**src/rtl/aud_pkg.sv**
```systemverilog
package aud_pkg;

    // ******************************************************************
    // Widths and limits
    // ******************************************************************
    localparam int AUD_SAMPLE_W  = 16;
    localparam int AUD_ADDR_W    = 20;
    localparam int AUD_MAX_WORDS = 1024000;                  // Default recording limit
    localparam int AUD_BIT_CNT_W = $clog2(AUD_SAMPLE_W);     // Bit index within a sample

    typedef logic [AUD_SAMPLE_W-1:0]  aud_sample_t;
    typedef logic [AUD_ADDR_W-1:0]    aud_addr_t;            // Word address or word count
    typedef logic [AUD_BIT_CNT_W-1:0] aud_bitcnt_t;

    // ******************************************************************
    // SRAM requests
    // ******************************************************************
    typedef struct packed {
        logic        valid;
        aud_addr_t   addr;
        aud_sample_t data;
    } aud_wr_t;

    typedef struct packed {
        logic      en;
        aud_addr_t addr;
    } aud_rd_t;

    // ******************************************************************
    // State machines
    // ******************************************************************
    typedef enum logic [1:0] {
        MODE_IDLE,
        MODE_REC,
        MODE_PLAY
    } aud_mode_e;

    typedef enum logic [2:0] {
        REC_IDLE,
        REC_WAIT,
        REC_CAPTURE,
        REC_PAUSED,
        REC_FINISH
    } rec_state_e;

    typedef enum logic [2:0] {
        PLAY_IDLE,
        PLAY_FETCH,
        PLAY_SHIFT,
        PLAY_PAUSED,
        PLAY_FINISH
    } play_state_e;

endpackage

```
**src/rtl/aud_ctrl.sv**
```systemverilog
`timescale 1ns/100ps

module aud_ctrl (
    input  logic                i_clk,
    input  logic                i_rst_n,
    input  logic                i_key_rec,
    input  logic                i_key_play,
    input  logic                i_key_pause,
    input  logic                i_key_stop,
    input  logic                i_rec_done,
    input  logic                i_play_done,
    output logic                o_rec_start,
    output logic                o_play_start,
    output logic                o_pause,
    output logic                o_stop,
    output aud_pkg::aud_mode_e  o_mode,
    output logic                o_finish
);
    import aud_pkg::*;

    logic [3:0] keys;
    logic [3:0] key_r;
    logic [3:0] key_edge;

    aud_mode_e  mode_r, mode_w;
    logic       rec_start_r, rec_start_w;
    logic       play_start_r, play_start_w;
    logic       pause_r, pause_w;
    logic       stop_r, stop_w;
    logic       finish_r, finish_w;

    assign keys     = {i_key_rec, i_key_play, i_key_pause, i_key_stop};
    assign key_edge = keys & ~key_r;                         // Rec, play, pause, stop

    assign o_rec_start  = rec_start_r;
    assign o_play_start = play_start_r;
    assign o_pause      = pause_r;
    assign o_stop       = stop_r;
    assign o_mode       = mode_r;
    assign o_finish     = finish_r;

    always_comb begin
        mode_w       = mode_r;
        rec_start_w  = 1'b0;
        play_start_w = 1'b0;
        pause_w      = 1'b0;
        stop_w       = 1'b0;
        finish_w     = 1'b0;
        case (mode_r)
            MODE_IDLE: begin
                if (key_edge[3]) begin                       // Record wins over play
                    mode_w      = MODE_REC;
                    rec_start_w = 1'b1;
                end else if (key_edge[2]) begin
                    mode_w       = MODE_PLAY;
                    play_start_w = 1'b1;
                end
            end
            MODE_REC, MODE_PLAY: begin
                pause_w = key_edge[1];
                stop_w  = key_edge[0];
                if ((mode_r == MODE_REC && i_rec_done) || (mode_r == MODE_PLAY && i_play_done)) begin
                    mode_w   = MODE_IDLE;
                    finish_w = 1'b1;
                end
            end
            default: mode_w = MODE_IDLE;
        endcase
    end

    always_ff @(posedge i_clk) begin
        if (i_rst_n) begin
            key_r        <= '0;
            mode_r       <= MODE_IDLE;
            rec_start_r  <= 1'b0;
            play_start_r <= 1'b0;
            pause_r      <= 1'b0;
            stop_r       <= 1'b0;
            finish_r     <= 1'b0;
        end else begin
            key_r        <= keys;
            mode_r       <= mode_w;
            rec_start_r  <= rec_start_w;
            play_start_r <= play_start_w;
            pause_r      <= pause_w;
            stop_r       <= stop_w;
            finish_r     <= finish_w;
        end
    end

endmodule

```
**src/rtl/aud_player.sv**
```systemverilog
`timescale 1ns/100ps

module aud_player (
    input  logic                 i_clk,
    input  logic                 i_rst_n,
    input  logic                 i_lrc,
    input  logic                 i_start,
    input  logic                 i_pause,
    input  logic                 i_stop,
    input  aud_pkg::aud_sample_t i_rd_data,
    input  aud_pkg::aud_addr_t   i_rec_count,
    output aud_pkg::aud_rd_t     o_rd,
    output logic                 o_dacdat,
    output logic                 o_done
);
    import aud_pkg::*;

    play_state_e state_r, state_w;
    aud_addr_t   addr_r, addr_w;
    aud_bitcnt_t bit_cnt_r, bit_cnt_w;
    logic        pause_req_r, pause_req_w;
    logic        done_r, done_w;
    aud_sample_t sample_r;

    aud_addr_t   addr_next;
    logic        active;
    logic        fetch_en;
    logic        send;

    assign active    = (state_r == PLAY_FETCH) || (state_r == PLAY_SHIFT) ||
                       (state_r == PLAY_PAUSED);
    assign addr_next = addr_r + 1'b1;
    assign fetch_en  = (state_r == PLAY_FETCH) && i_lrc && !pause_req_r;
    assign send      = (state_r == PLAY_SHIFT) && !i_lrc;    // Left half, word in flight

    assign o_rd     = '{en: fetch_en, addr: addr_r};
    assign o_dacdat = send & sample_r[AUD_SAMPLE_W-1];
    assign o_done   = done_r;

    always_comb begin
        state_w     = state_r;
        addr_w      = addr_r;
        bit_cnt_w   = bit_cnt_r;
        pause_req_w = pause_req_r ^ (active & i_pause);
        done_w      = 1'b0;
        case (state_r)
            PLAY_IDLE: begin
                if (i_start) begin
                    addr_w      = '0;
                    pause_req_w = 1'b0;
                    if (i_rec_count == '0) begin             // Nothing recorded
                        state_w = PLAY_FINISH;
                        done_w  = 1'b1;
                    end else begin
                        state_w = PLAY_FETCH;
                    end
                end
            end
            PLAY_FETCH: begin
                if (pause_req_r) begin
                    state_w = PLAY_PAUSED;
                end else if (fetch_en) begin
                    state_w   = PLAY_SHIFT;
                    bit_cnt_w = '0;
                end
            end
            PLAY_SHIFT: begin
                if (send) begin
                    bit_cnt_w = bit_cnt_r + 1'b1;
                    if (bit_cnt_r == aud_bitcnt_t'(AUD_SAMPLE_W - 1)) begin
                        addr_w = addr_next;
                        if (addr_next == i_rec_count) begin
                            state_w = PLAY_FINISH;
                            done_w  = 1'b1;
                        end else begin
                            state_w = PLAY_FETCH;
                        end
                    end
                end
            end
            PLAY_PAUSED: if (!pause_req_r) state_w = PLAY_FETCH;
            PLAY_FINISH: state_w = PLAY_IDLE;
            default:     state_w = PLAY_IDLE;
        endcase

        if (active && i_stop) begin
            state_w = PLAY_FINISH;
            done_w  = 1'b1;
        end
    end

    always_ff @(posedge i_clk) begin
        if (i_rst_n) begin
            state_r     <= PLAY_IDLE;
            addr_r      <= '0;
            bit_cnt_r   <= '0;
            pause_req_r <= 1'b0;
            done_r      <= 1'b0;
        end else begin
            state_r     <= state_w;
            addr_r      <= addr_w;
            bit_cnt_r   <= bit_cnt_w;
            pause_req_r <= pause_req_w;
            done_r      <= done_w;
        end
    end

    always_ff @(posedge i_clk) begin
        if (fetch_en) begin
            sample_r <= i_rd_data;                           // Async read settles in cycle
        end else if (send) begin
            sample_r <= {sample_r[AUD_SAMPLE_W-2:0], 1'b0};
        end
    end

endmodule

```
**src/rtl/aud_recorder.sv**
```systemverilog
`timescale 1ns/100ps

module aud_recorder #(
    parameter int P_MAX_WORDS = aud_pkg::AUD_MAX_WORDS
) (
    input  logic              i_clk,
    input  logic              i_rst_n,
    input  logic              i_lrc,
    input  logic              i_adcdat,
    input  logic              i_start,
    input  logic              i_pause,
    input  logic              i_stop,
    output aud_pkg::aud_wr_t  o_wr,
    output logic              o_done
);
    import aud_pkg::*;

    rec_state_e  state_r, state_w;
    aud_addr_t   addr_r, addr_w;
    aud_bitcnt_t bit_cnt_r, bit_cnt_w;
    logic        pause_req_r, pause_req_w;
    logic        valid_r, valid_w;
    logic        done_r, done_w;
    logic        lrc_q_r;
    aud_sample_t shift_r;

    logic        shift_en;
    logic        active;
    logic        boundary;
    logic        pause_next;
    logic        limit_hit;

    assign active     = (state_r == REC_WAIT) || (state_r == REC_CAPTURE) ||
                        (state_r == REC_PAUSED);
    assign boundary   = lrc_q_r & ~i_lrc;                    // First cycle of left half
    assign pause_next = pause_req_r ^ (active & i_pause);
    assign limit_hit  = valid_r && (addr_r == aud_addr_t'(P_MAX_WORDS - 1));

    assign o_wr   = '{valid: valid_r, addr: addr_r, data: shift_r};
    assign o_done = done_r;

    always_comb begin
        state_w     = state_r;
        addr_w      = valid_r ? addr_r + 1'b1 : addr_r;      // Advance after each write
        bit_cnt_w   = bit_cnt_r;
        pause_req_w = pause_next;
        valid_w     = 1'b0;
        done_w      = 1'b0;
        shift_en    = 1'b0;
        case (state_r)
            REC_IDLE: begin
                if (i_start) begin
                    state_w     = REC_WAIT;
                    addr_w      = '0;
                    bit_cnt_w   = '0;
                    pause_req_w = 1'b0;
                end
            end
            REC_WAIT, REC_PAUSED: begin
                if (boundary) begin
                    if (pause_next) begin
                        state_w = REC_PAUSED;                // Skip this frame
                    end else begin
                        shift_en  = 1'b1;                    // MSB
                        bit_cnt_w = aud_bitcnt_t'(1);
                        state_w   = REC_CAPTURE;
                    end
                end
            end
            REC_CAPTURE: begin
                shift_en  = 1'b1;
                bit_cnt_w = bit_cnt_r + 1'b1;
                if (bit_cnt_r == aud_bitcnt_t'(AUD_SAMPLE_W - 1)) begin
                    valid_w   = 1'b1;
                    bit_cnt_w = '0;
                    state_w   = REC_WAIT;
                end
            end
            REC_FINISH: state_w = REC_IDLE;
            default:    state_w = REC_IDLE;
        endcase

        // Stop drops a partial frame, limit ends after the last write
        if (active && (i_stop || limit_hit)) begin
            state_w = REC_FINISH;
            valid_w = 1'b0;
            done_w  = 1'b1;
        end
    end

    always_ff @(posedge i_clk) begin
        if (i_rst_n) begin
            state_r     <= REC_IDLE;
            addr_r      <= '0;
            bit_cnt_r   <= '0;
            pause_req_r <= 1'b0;
            valid_r     <= 1'b0;
            done_r      <= 1'b0;
            lrc_q_r     <= 1'b0;
        end else begin
            state_r     <= state_w;
            addr_r      <= addr_w;
            bit_cnt_r   <= bit_cnt_w;
            pause_req_r <= pause_req_w;
            valid_r     <= valid_w;
            done_r      <= done_w;
            lrc_q_r     <= i_lrc;
        end
    end

    always_ff @(posedge i_clk) begin
        if (shift_en) begin
            shift_r <= {shift_r[AUD_SAMPLE_W-2:0], i_adcdat};
        end
    end

endmodule

```
**src/rtl/aud_sram_port.sv**
```systemverilog
`timescale 1ns/100ps

module aud_sram_port (
    input  logic                 i_clk,
    input  logic                 i_rst_n,
    input  aud_pkg::aud_mode_e   i_mode,
    input  aud_pkg::aud_wr_t     i_wr,
    input  aud_pkg::aud_rd_t     i_rd,
    input  aud_pkg::aud_sample_t i_sram_rdata,
    output aud_pkg::aud_addr_t   o_sram_addr,
    output aud_pkg::aud_sample_t o_sram_wdata,
    output logic                 o_sram_we_n,
    output logic                 o_sram_oe_n,
    output aud_pkg::aud_sample_t o_rd_data,
    output aud_pkg::aud_addr_t   o_rec_count
);
    import aud_pkg::*;

    aud_mode_e mode_q_r;
    aud_addr_t count_r;

    // ******************************************************************
    // Pin side
    // ******************************************************************
    always_comb begin
        case (i_mode)
            MODE_REC:  o_sram_addr = i_wr.addr;
            MODE_PLAY: o_sram_addr = i_rd.addr;
            default:   o_sram_addr = '0;
        endcase
    end

    assign o_sram_wdata = i_wr.data;
    assign o_sram_we_n  = ~i_wr.valid;
    assign o_sram_oe_n  = ~i_rd.en;
    assign o_rd_data    = i_sram_rdata;

    // ******************************************************************
    // Recorded length, kept through idle for a later play
    // ******************************************************************
    always_ff @(posedge i_clk) begin
        if (i_rst_n) begin
            mode_q_r <= MODE_IDLE;
            count_r  <= '0;
        end else begin
            mode_q_r <= i_mode;
            if (i_mode == MODE_REC && mode_q_r != MODE_REC) begin
                count_r <= '0;                               // New recording
            end else if (i_wr.valid) begin
                count_r <= i_wr.addr + 1'b1;
            end
        end
    end

    assign o_rec_count = count_r;

endmodule

```
**src/rtl/aud_top.sv**
```systemverilog
`timescale 1ns/100ps

module aud_top #(
    parameter int P_MAX_WORDS = aud_pkg::AUD_MAX_WORDS
) (
    input  logic                 i_clk,
    input  logic                 i_rst_n,
    input  logic                 i_lrc,
    input  logic                 i_adcdat,
    input  logic                 i_key_rec,
    input  logic                 i_key_play,
    input  logic                 i_key_pause,
    input  logic                 i_key_stop,
    output logic                 o_dacdat,
    output logic                 o_finish,
    output aud_pkg::aud_addr_t   o_sram_addr,
    output aud_pkg::aud_sample_t o_sram_wdata,
    output logic                 o_sram_we_n,
    output logic                 o_sram_oe_n,
    input  aud_pkg::aud_sample_t i_sram_rdata
);
    import aud_pkg::*;

    logic        rec_start, play_start, pause, stop;
    logic        rec_done, play_done;
    aud_mode_e   mode;
    aud_wr_t     wr;
    aud_rd_t     rd;
    aud_sample_t rd_data;
    aud_addr_t   rec_count;

    aud_ctrl ctrl0 (
        .i_clk, .i_rst_n, .i_key_rec, .i_key_play, .i_key_pause, .i_key_stop,
        .i_rec_done(rec_done), .i_play_done(play_done),
        .o_rec_start(rec_start), .o_play_start(play_start),
        .o_pause(pause), .o_stop(stop), .o_mode(mode), .o_finish
    );

    aud_recorder #(.P_MAX_WORDS(P_MAX_WORDS)) rec0 (
        .i_clk, .i_rst_n, .i_lrc, .i_adcdat,
        .i_start(rec_start), .i_pause(pause), .i_stop(stop),
        .o_wr(wr), .o_done(rec_done)
    );

    aud_player play0 (
        .i_clk, .i_rst_n, .i_lrc,
        .i_start(play_start), .i_pause(pause), .i_stop(stop),
        .i_rd_data(rd_data), .i_rec_count(rec_count),
        .o_rd(rd), .o_dacdat, .o_done(play_done)
    );

    aud_sram_port sram0 (
        .i_clk, .i_rst_n, .i_mode(mode), .i_wr(wr), .i_rd(rd), .i_sram_rdata,
        .o_sram_addr, .o_sram_wdata, .o_sram_we_n, .o_sram_oe_n,
        .o_rd_data(rd_data), .o_rec_count(rec_count)
    );

endmodule

```
**config.mk**
```make
export PLATFORM = sky130hd
export DESIGN_NAME = aud_top
export DESIGN_NICKNAME = d
export VERILOG_FILES = /design/src/rtl/aud_pkg.sv /design/src/rtl/aud_ctrl.sv /design/src/rtl/aud_player.sv /design/src/rtl/aud_recorder.sv /design/src/rtl/aud_sram_port.sv /design/src/rtl/aud_top.sv
export SDC_FILE = /design/constraint.sdc
export NUM_CORES = 1
export LEC_CHECK = 0
export ABC_AREA = 1
export BUFFER_PORTS_ARGS = -buffer_cell sky130_fd_sc_hd__clkbuf_2
export CAP_MARGIN = 5
export CORE_MARGIN = 4
export CORE_UTILIZATION = 60
export DETAILED_ROUTE_END_ITERATION = 6
export PLACE_DENSITY = 0.8
export SETUP_SLACK_MARGIN = 0.3
export SLEW_MARGIN = 20
export SYNTH_ARGS = -nofsm -noshare
export SYNTH_HDL_FRONTEND = slang
export SYNTH_HIERARCHICAL = 1
export SYNTH_SLANG_ARGS = --single-unit
```
**constraint.sdc**
```tcl
create_clock -name i_clk -period 2.42 [get_ports i_clk]
set_input_delay 0.484 -clock i_clk [delete_from_list [all_inputs] [get_ports i_clk]]
set_output_delay 0.484 -clock i_clk [all_outputs]
set_load 0.02 [all_outputs]
```
; ---- Word-level counts from Yosys, hierarchy flattened
; Index checks and enable logic that the tools add are counted.
; W data, S select, Z words.
[totals]
input_bits = 24
wordCells = 177
output_inout_bits = 40
ff_bits = 125
[classes]
n_reduce_logical = 42
n_mux = 58
eq_ne = 34
add_sub_neg = 4
n_bitwise = 14
[op_table]
columns = operator, count
row1 = $mux W20, 6
row2 = $pmux W20 S2, 2
row3 = $add A20 B1 Y20 const B, 2
row4 = $mux W3, 13
row5 = $mux W16, 2
row6 = $mux W4, 7
row7 = $eq A20 B20 Y1, 1
row8 = $eq A20 B20 Y1 const B, 1
row9 = $logic_not A20 Y1, 1
row10 = $mux W1, 18
row11 = $ne A2 B2 Y1 const B, 7
row12 = $reduce_or A2 Y1, 7
row13 = $eq A3 B2 Y1 const B, 4
row14 = $pmux W3 S4, 1
row15 = $pmux W4 S3, 1
row16 = $reduce_and A4 Y1, 3
row17 = $ne A2 B1 Y1 const B, 5
row18 = $reduce_and A5 Y1, 2
row19 = $logic_and A1 B1 Y1, 9
row20 = $ne A3 B1 Y1 const B, 3
row21 = $ne A3 B2 Y1 const B, 3
row22 = $ne A3 B3 Y1 const B, 3
row23 = $pmux W3 S3, 1
row24 = $add A4 B1 Y4 const B, 2
row25 = 23 further kinds, 48

; ---- Depth between registers and ports, before layout
; Gate-level depths: netlist (run 1).
[depth]
ltp_word = 9
depth_mapped = 17
depth_no_buf = 17

; ---- Cells and area by module
; Netlist (run 1), hierarchy kept.
[by_module_without_submodules]
columns = module, instances, area_per_inst_um2, seq_area_each_um2, cells_each
row1 = aud_player, 1, 3071.7, 1061.0, 480
row2 = aud_recorder, 1, 2067.0, 1101.1, 247
row3 = aud_sram_port, 1, 1820.5, 440.4, 302
row4 = aud_ctrl, 1, 434.2, 220.2, 49

; ---- Least setup slack after synthesis (run 1)
; OpenSTA, ideal clock, no wires.
[synth_path]
path_kind = register -> output
startpoint = reg play0.state_r[2]
endpoint = out o_sram_oe_n
t_arrival_ns = 1.517
path_buffers = 2
setup_slack_ns = 0.419
t_required_ns = 1.936
stages_incl_launch_ff = 9
cell_sequence = dfxtp_1 -> nor3_2 -> inv_1 -> nor2_1 -> inv_1 -> nor2_2 -> clkbuf_1 -> buf_4 -> inv_1
[synth_via]
elab_chain_cells = 4
[synth_rtl]
columns = item, line_no
row1 = from (decl), aud_player.sv:18  ; play_state_e state_r, state_w;
row2 = from (signal assigned), aud_player.sv:100  ; state_r <= state_w;
row3 = $eq A3 B1 Y1, aud_player.sv:33  ; assign fetch_en = (state_r == PLAY_FETCH) && i_lrc && !pause_req_r;
row4 = $logic_and A1 B1 Y1 (2 in series), aud_player.sv:33
row5 = named net play0.fetch_en, aud_player.sv:27  ; logic fetch_en;
row6 = $not A1 Y1, aud_sram_port.sv:35  ; assign o_sram_oe_n = ~i_rd.en;
row7 = to (decl), aud_top.sv:19  ; output logic o_sram_oe_n,
; The timed path passes the listed nets, and every way through them passes these cells.

; ---- Final worst setup path (run 1)
[layout_path]
startpoint = reg ctrl0.mode_r[1], in the netlist ctrl0/o_mode[1]
endpoint = out o_sram_addr[1]
[layout_via]
elab_chain_cells = 2
elab_cells_between_ends = 3
classes_between = 2 x eq/ne / 1 x mux
[layout_rtl]
columns = item, line_no
row1 = from (decl), aud_ctrl.sv:25  ; aud_mode_e mode_r, mode_w;
row2 = from (signal assigned), aud_ctrl.sv:82  ; mode_r <= mode_w;
row3 = $eq A2 B2 Y1 or $eq A2 B1 Y1 (tied branches), aud_sram_port.sv:26  ; case (i_mode)
row4 = $pmux W20 S2 *, aud_sram_port.sv:26
row5 = to (decl), aud_top.sv:16  ; output aud_pkg::aud_addr_t o_sram_addr,
; Every way passes the cells marked *; elsewhere a longest branch is shown, timed or not.

==> run metrics, run 1 <==
status finished with violations; failing checks DRC; CTS buffer count 17; Slew HR 51.2%; total track usage 27.2%; syn_nets 1112; Slew @ Worst Pin 0.727 ns; Int Pwr 4.28 mW; combinational family with the most area after synthesis simple AND/OR/NAND/NOR gates; CORE AREA 12100 µm²; Top FF cell, synth dfxtp_1; CP Launch Type flip-flop; drt pass-1 iters 7; global-route wire length before repair 31000 µm; max incr delay on CP 0.36 ns; worst min path class in2reg; Peak Freq 0.479 GHz; DR vias 7269; Synth Area in Adders 1.69%; Sw Ratio 29.7%; Power Total 6.09 mW; routed len/inst 14.8 µm; clk slew on worst S/H paths 0.05 ns; share of layout cells above drive strength 1 20.9%; clk_lat worst skew 0.42 ns; vias in the first global route 6440; Cell variety after synth 49; die boundary height 119 µm; DR iter-0 viols 626; Post-synth ARST share 0%; H-tree depth 4; grt total ovfl 0; LEAKAGE 3.69 nW; final antenna-violating net count 0; PwrDens 700 nW/µm²; vias per cell 5.49; Mapped Area 7390 µm²; arrival time at the worst endpoint 1.60 ns; CTS tree built; total die area 14200 µm²; Crit Path Category reg2out; most common cell after layout, fill and taps aside nand2_1; Post-Layout Inst Area 8700 µm²; Max Cap Violations 0; most frequent cells in the layout nand2_1, inv_1, nor2_1; YS warnings 6; FP Rows 40; IO Pins 64; fin crit share 86.3%; IO buf count 63; Psw 1.81 mW; multi-input logic area 3880 µm²; Routed Wire Length 19600 µm; Die W 119 µm; Worst VDD drop 528 µV; Critical Path End Type output pin; residual DRC count 6; final setup TNS 0 ns; Max clock buf depth 2; Final Setup Violations 0; sequential cell fraction of total power 39.3%; pin count of the biggest net entering global routing 21; DP Wirelength 13400 µm; #FFs+latches synth 125; xor/xnor share of the synthesized area 2.37%; Layout Skew 0.00824 ns; Post-Synthesis Mean Instance Area 6.86 µm²; Post-Syn Instances 1078; Synth Area in Compound Gates 8.73%; worst path required time 1.94 ns; # diodes 0; Hold Fails Final Rpt 0; slowest stage cell, crit path dfxtp_2; Final min period 2.09 ns; Sequential cell area 2850 µm²; placed inst area 7690 µm²; NumNets Final 1176; post-synthesis sequential area ratio 38.2%; Initial Utilization 61.3%; Clock power frac 40.5%; initial antenna violation count 0; clk root buf clkbuf_16; Layout area overhead 17.7%; RSZ-0062 raised after global routing yes; Post-synth EDFFs 32; combinational group share of total power 20.1%; simple-gate share of the synthesized area 37.6%; mux cell area share after synthesis 0%; Max Transition Viols Final 0; # fillers 955; Cell Chain, Critical Path inv_2 > ha_4 > buf_6 > nand2_1 > a21oi_2 > clkbuf_4; GPL Wtd Cong 0.990; Crit Path Max Fanout 6; # clock sinks 125
## synthesized netlist by cell type, drive strengths merged, types with 2 or more instances
library cell | number | share of area, %
edfxtp | 32 | 13
ha | 10 | 1.7
dfxtp | 93 | 25
o21bai | 2 | 0.30
nand4 | 19 | 1.7
clkbuf | 13 | 0.66
a21oi | 72 | 5.1
xnor2 | 10 | 1.2
xor2 | 10 | 1.2
o21ai | 34 | 2.4
nor2 | 143 | 8.7
nor4 | 3 | 0.25
inv | 130 | 6.6
buf | 43 | 4.1
a211oi | 4 | 0.41
nand3 | 83 | 6.0
nor3b | 3 | 0.37
nand2 | 339 | 18
nand3b | 5 | 0.56
or2 | 4 | 0.34
nor3 | 18 | 1.5
## worst max-delay path, delay by kind of cell (launching register included)
| kind | cells | cell delay, ns |
|---|---|---|
| AO/OA/AOI/OAI | 1 | 0.17 |
| flip-flops | 1 | 0.36 |
| adder cells (fa/ha/maj) | 1 | 0.16 |
| buffers and inverters | 3 | 0.40 |
| AND/OR/NAND/NOR | 1 | 0.11 |
## repair_timing
item,CTS,global route
hold buffers,0,0
gates resized for setup,32,76
endpoints found under the setup margin,21,44
setup buffers,15,4
cloned,2,0
hold endpoints to repair,0,0
pin swaps,3,11
## routing by layer
metal | global-route usage, % | part of all wire [%]
met5 | 0 | 0
met4 | 10.9 | 2.9
met3 | 6.60 | 9.1
met2 | 42.7 | 46
met1 | 36.0 | 42
## metrics by stage
stage	setup WS, ns	hold slack, ns	cells	util (%)
final	0.333	0.255	1323	72.1
after detailed placement	0.396	0.383	1270	63.8
after CTS	0.272	0.238	1319	70.4
after floorplan	0.419	0.373	1078	-
after global routing	0.244	0.238	1323	72.1
after global placement	0.427	0.376	1270	63.8
## path summary, 6_finish.rpt
kind | slack, ns | start | depth (start not counted) | to
min reg2reg | 0.39 | ctrl0/key_r[1] | 1 | ctrl0/o_pause
min | 0.25 | i_adcdat | 1 | rec0/shift_r[0]
max | 0.33 | ctrl0/o_mode[1] | 6 | o_sram_addr[1]
max reg2reg | 0.35 | play0/addr_r[13] | 15 | play0/state_r[0]
## registers in the layout, indices dropped and copies added, names as in the netlist, 2 cells and up
register           flops
ctrl0/key_r            4
ctrl0/o_mode           2
play0/addr_r          20
play0/bit_cnt_r        4
play0/sample_r        16
play0/state_r          3
rec0/addr_r           20
rec0/bit_cnt_r         4
rec0/shift_r          16
rec0/state_r           3
sram0/mode_q_r         2
sram0/o_rec_count     20
## layout make-up
class / count / share of cell area [%]
Multi-Input combinational cell: 766 / 44.6
Tap cell: 168 / 2.42
Timing Repair Buffer: 101 / 7.88
Sequential cell: 125 / 32.7
Inverter: 131 / 5.68
Clock buffer: 27 / 6.02
Clock inverter: 5 / 0.633
## cells by family after synthesis
family | Yosys count
buf+inv | 187
simple gates | 619
compound gates | 117
fa+ha+maj | 10
flops | 125
xor+xnor | 20
## power by group through the flow
stage	clock network, mW	logic (mW)	registers, mW
3_5_place_dp	0	0.985	2.42
5_1_grt	2.60	1.32	2.41
6_report	2.47	1.23	2.40
4_1_cts	2.49	1.12	2.39
2_1_floorplan	0	0.770	2.40
3_3_place_gp	0	0.969	2.41
No activity file was read; power rests on OpenSTA's default activity.
==> run 2: changes to the inputs <==
--- a/config.mk
+++ b/config.mk
@@ -12,6 +12,7 @@
 export CORE_UTILIZATION = 60
 export DETAILED_ROUTE_END_ITERATION = 6
 export PLACE_DENSITY = 0.8
+export REMOVE_ABC_BUFFERS = 1
 export SETUP_SLACK_MARGIN = 0.3
 export SLEW_MARGIN = 20
 export SYNTH_ARGS = -nofsm -noshare
==> run 2 against run 1 <==
The flow still finishes with violations (DRC). Register-to-register slack improved by 0.10 ns. Wire length decreased by 8.9%. Worst setup slack worse by 0.027 ns. Flip-flop and latch count did not move. Fmax down 1.3%. Via count fell by 5.3%. Design area is 2.4% lower. Worst hold slack got worse by 0.022 ns. Sequential power hardly changed. Utilization fell by 1.7 points.
==> run metrics, run 2 (synthesis gave the netlist of run 1 again) <==
Max Transition Viols Final 0 (unchanged); pin count of the biggest net entering global routing 32 (+52%); total die area 14200 µm² (unchanged); CTS buffer count 17 (unchanged); Psw 1.85 mW (+2.4%); H-tree depth 4 (unchanged); clk slew on worst S/H paths 0.06 ns (about the same); Final Setup Violations 0 (unchanged); LEAKAGE 3.58 nW (-3.0%); initial antenna violation count 0 (unchanged); CTS tree built; R2R Path Start play0/addr_r[12]; CP Launch Type flip-flop; vias per cell 5.29 (-3.7%); failing checks DRC; combinational group share of total power 18.9% (-1.2 points); # diodes 0 (unchanged); RSZ-0062 raised after global routing yes; clk root buf clkbuf_16; # clock sinks 125 (unchanged); die boundary height 119 µm (unchanged); final setup TNS 0 ns (unchanged); IO Pins 64 (unchanged); most common cell after layout, fill and taps aside nand2_1; worst path required time 1.94 ns (about the same); Max clock buf depth 2 (unchanged); sequential cell fraction of total power 40.0% (+0.7 points); Worst VDD drop 603 µV (+14%); Routed Wire Length 17900 µm (-8.9%); arrival time at the worst endpoint 1.63 ns (+0.03 ns); IO buf count 63 (unchanged); worst min path class in2reg; Layout Skew 0.00576 ns (-0.00248 ns); share of layout cells above drive strength 1 19.3% (-1.5 points); vias in the first global route 6335 (-1.6%); Worst Setup SP ctrl0/o_mode[0]; Int Pwr 4.12 mW (-3.8%); final antenna-violating net count 0 (unchanged); Slew HR 56.6% (+5.4 points); Max Cap Violations 0 (unchanged); Crit Path Category reg2out; DR iter-0 viols 558 (-11%); most frequent cells in the layout nand2_1, inv_1, nor2_1; DR vias 6881 (-5.3%); routed len/inst 13.7 µm (-7.4%); # fillers 989 (+3.6%); Clock power frac 41.1% (+0.6 points); placed instance count 1265 (-0.39%); residual DRC count 1 (-5); fin crit share 87.4% (+1.1 points); Worst Reg2Reg Path Length in Cells 15 (unchanged); grt total ovfl 0 (unchanged); NumNets Final 1154 (-1.9%); Die W 119 µm (unchanged); final non-filler cell total 1301 (-1.7%); GPL Wtd Cong 0.942 (-4.9%); status finished with violations; Initial Utilization 61.3% (unchanged); PwrDens 703 nW/µm² (+0.43%); Critical Path End Type output pin; drt pass-1 iters 7 (unchanged); Peak Freq 0.473 GHz (-1.3%); Crit Path Max Fanout 20 (+14); Sw Ratio 31.0% (+1.3 points); CORE AREA 12100 µm² (unchanged); total track usage 26.1% (-1.0 points); Power Total 5.97 mW (-1.9%); global-route wire length before repair 30200 µm (-2.7%); FP Rows 40 (unchanged); hold path start i_adcdat; Final min period 2.11 ns (+0.0272 ns); clk_lat worst skew 0.43 ns (about the same); Layout area overhead 14.9%; hold path cells 1 (unchanged); Slew @ Worst Pin 0.649 ns (-0.0784 ns); DP Wirelength 12800 µm (-4.6%); Hold Fails Final Rpt 0 (unchanged)
run 2: changes by cell type in the layout (fill, tap and decap cells not counted), sizes merged:
cell    delta
buf       -25
clkinv     +4
clkbuf     -6
inv        +5
run 2: power groups by stage:
stage	Sequential, mW	Clock (mW)	Combinational (mW)
6_report	2.39	2.45	1.13
5_1_grt	2.41	2.60	1.26
4_1_cts	2.39	2.49	1.08
3_5_place_dp	2.42	0	0.978
3_3_place_gp	2.41	0	0.966
2_1_floorplan	2.42	0	0.662
run 2: final cells by class:
type | instances | area (µm²) | area share, %
Clock buffer | 18 | 439 | 5.17
Timing Repair Buffer | 79 | 515 | 6.07
Tap cell | 168 | 210 | 2.47
Sequential cell | 125 | 2850 | 33.5
Clock inverter | 14 | 134 | 1.58
Multi-Input combinational cell | 766 | 3860 | 45.4
Inverter | 131 | 492 | 5.79
run 2: routing by layer:
layer  track usage, %  wire length (µm)  up-vias
li1                 -                 -     3499
met1             34.8              7920     3122
met2             41.0              8250      214
met3             5.22              1090       46
met4             11.9               619        0
met5                0                 0        -
run 2: through the flow:
stage	util [%]	setup slack, ns	area [µm²]	hold WS, ns
floorplan	-	0.290	7040	0.373
global placement	63.5	0.419	7650	0.378
detailed placement	63.5	0.377	7650	0.384
CTS	69.2	0.276	8350	0.221
global route	70.4	0.262	8500	0.219
finish	70.4	0.306	8500	0.233
run 2: final timing paths:
path,endpoint,slack [ns]
worst min-delay path,rec0/shift_r[0],0.23
worst max register to register,play0/state_r[0],0.45
worst max-delay path,o_sram_addr[0],0.31
worst min register to register,ctrl0/o_pause,0.39
run 2: worst max-delay path: stages (launching register included):
cell and delay (ns):
dfxtp_2 0.39, inv_2 0.07, ha_4 0.34, a21oi_1 0.19
clkbuf_4 0.20
run 2: repair_timing:
item | in CTS | in global routing
setup buffers | 2 | 2
endpoints found under the setup margin | 21 | 25
hold buffers | 0 | 0
gates resized for setup | 35 | 57
pin swaps | 3 | 15
==> run 3: changes to the inputs <==
--- a/config.mk
+++ b/config.mk
@@ -6,12 +6,12 @@
 export NUM_CORES = 1
 export LEC_CHECK = 0
 export ABC_AREA = 1
-export BUFFER_PORTS_ARGS = -buffer_cell sky130_fd_sc_hd__clkbuf_2
 export CAP_MARGIN = 5
 export CORE_MARGIN = 4
 export CORE_UTILIZATION = 60
 export DETAILED_ROUTE_END_ITERATION = 6
-export PLACE_DENSITY = 0.8
+export DONT_BUFFER_PORTS = 1
+export PLACE_DENSITY = 0.76
 export REMOVE_ABC_BUFFERS = 1
 export SETUP_SLACK_MARGIN = 0.3
 export SLEW_MARGIN = 20
==> run 3 against run 2 <==
Wire length increased by 2.4%. Critical path depth rose by 2. Count of clock-buffer cells in the layout fell by 1. Final cell count down 2.8%. Critical path type unchanged. Clock power increased by 2%. Utilization fell by 1.3 points. Sequential power barely moved. First-iteration DRC count is 11% lower. The run still ends with DRC left.
==> run metrics, run 3 (synthesis gave the netlist of run 1 again) <==
Max clock buf depth 2 (unchanged); IO buf count 0 (-100%); vias per cell 5.33 (+0.74%); DP Wirelength 13000 µm (+1.6%); initial antenna violation count 0 (unchanged); global-route wire length before repair 30200 µm (+0.12%); Critical Path End Type output pin; Initial Utilization 61.3% (unchanged); routed len/inst 14.5 µm (+5.3%); pin count of the biggest net entering global routing 39 (+22%); Routed Wire Length 18300 µm (+2.4%); Die W 119 µm (unchanged); Worst Setup SP ctrl0/o_mode[1]; # clock sinks 125 (unchanged); CP bufs+invs 3 (+1); LEAKAGE 3.43 nW (-4.2%); final non-filler cell total 1265 (-2.8%); # fillers 1042 (+5.4%); Sw Ratio 30.4% (-0.57 points); Psw 1.86 mW (+0.56%); clk_lat worst skew 0.42 ns (about the same); failing checks DRC; clk slew on worst S/H paths 0.06 ns (about the same); hold path start i_rst_n; Clock power frac 40.9% (-0.2 points); Final Setup Violations 0 (unchanged); Max Transition Viols Final 0 (unchanged); Layout Skew 0.00869 ns (+0.00293 ns); CTS tree built; CORE AREA 12100 µm² (unchanged); RSZ-0062 raised after global routing yes; cell mode on critical path buf_4; DR iter-0 viols 494 (-11%); PwrDens 734 nW/µm² (+4.4%); Peak Freq 0.485 GHz (+2.6%); DR vias 6740 (-2.0%); total track usage 26.3% (+0.17 points); most common cell after layout, fill and taps aside nand2_1; Top Family by Delay on Critical Path buffers and inverters; R2R Path Start play0/addr_r[0]; die boundary height 119 µm (unchanged); vias in the first global route 6319 (-0.25%); FP Rows 40 (unchanged); Slew HR 56.3% (-0.31 points); Cell Chain, Critical Path inv_2 > ha_4 > buf_4 > nand2_1 > a21oi_1 > buf_4; residual DRC count 7 (+6); sequential cell fraction of total power 39.4% (-0.6 points); Worst VDD drop 735 µV (+22%); Hold Fails Final Rpt 0 (unchanged); CP Launch Type flip-flop; Max Cap Violations 0 (unchanged); final antenna-violating net count 0 (unchanged); Crit Path Category reg2out; final setup TNS 0 ns (unchanged); CTS buffer count 17 (unchanged); worst min path class in2reg; # diodes 0 (unchanged); drt pass-1 iters 7 (unchanged); IO Pins 64 (unchanged); placed instance count 1223 (-3.3%); GPL Wtd Cong 0.961 (+2.1%); Crit Path Max Fanout 7 (-65%); max incr delay on CP 0.35 ns (-0.04 ns); H-tree depth 4 (unchanged); fin crit share 85.1% (-2.3 points); Final min period 2.06 ns (-0.0545 ns); most frequent cells in the layout nand2_1, inv_1, nor2_1; Layout area overhead 12.8%; slowest stage cell, crit path dfxtp_2; grt total ovfl 0 (unchanged); status finished with violations; arrival time at the worst endpoint 1.58 ns (-0.05 ns); total die area 14200 µm² (unchanged); NumNets Final 1118 (-3.1%); Int Pwr 4.26 mW (+3.3%); share of layout cells above drive strength 1 15.8% (-3.6 points); clk root buf clkbuf_16; Sequential cell area 2840 µm² (-0.18%); combinational group share of total power 19.7% (+0.8 points); multi-input logic area 3840 µm² (-0.55%); worst path required time 1.94 ns (about the same); Slew @ Worst Pin 0.654 ns (+0.00457 ns); hold_buf cts 0 (unchanged)
[run 3: stage by stage]
stage	instance area [µm²]	total power, mW	utilization (%)	setup slack, ns	hold slack [ns]
after floorplan	7040	3.08	-	0.290	0.373
after global placement	7500	3.36	62.1	0.363	0.374
after detailed placement	7500	3.38	62.1	0.378	0.381
after CTS	8210	6.09	68.0	0.297	0.115
after global routing	8340	6.38	69.1	0.198	0.113
final	8340	6.12	69.1	0.360	0.133
[run 3: final cells by class]
type | count | share of cell area (%)
Clock inverter | 15 | 1.95
Inverter | 131 | 5.90
Clock buffer | 17 | 5.10
Multi-Input combinational cell | 766 | 46.0
Tap cell | 168 | 2.52
Timing Repair Buffer | 43 | 4.40
Sequential cell | 125 | 34.1
[run 3: layer usage]
layer / share of wire [%] / global-route usage (%)
met1: 44 / 34.3
met2: 48 / 43.5
met3: 6.8 / 5.56
met4: 1.9 / 8.69
met5: 0 / 0
[run 3: power groups by stage]
stage / sequential (mW) / combinational [mW] / clock (mW)
3_3_place_gp: 2.44 / 0.919 / 0
6_report: 2.41 / 1.21 / 2.50
3_5_place_dp: 2.44 / 0.938 / 0
5_1_grt: 2.43 / 1.31 / 2.64
4_1_cts: 2.41 / 1.14 / 2.55
2_1_floorplan: 2.42 / 0.662 / 0
[run 3: path summary, 6_finish.rpt]
kind	slack, ns	cells past startpoint	end
hold reg to reg	0.39	1	ctrl0/o_pause
setup / recovery	0.36	6	o_sram_addr[19]
hold / removal	0.13	1	play0/addr_r[13]
setup reg to reg	0.43	14	play0/state_r[2]
[run 3: timing repair]
| action | in CTS | in global routing |
|---|---|---|
| pin swaps | 2 | 8 |
| setup endpoints to repair | 21 | 18 |
| buffers inserted | 6 | 4 |
| endpoints found under the hold margin | 0 | 0 |
| resized for setup | 17 | 33 |
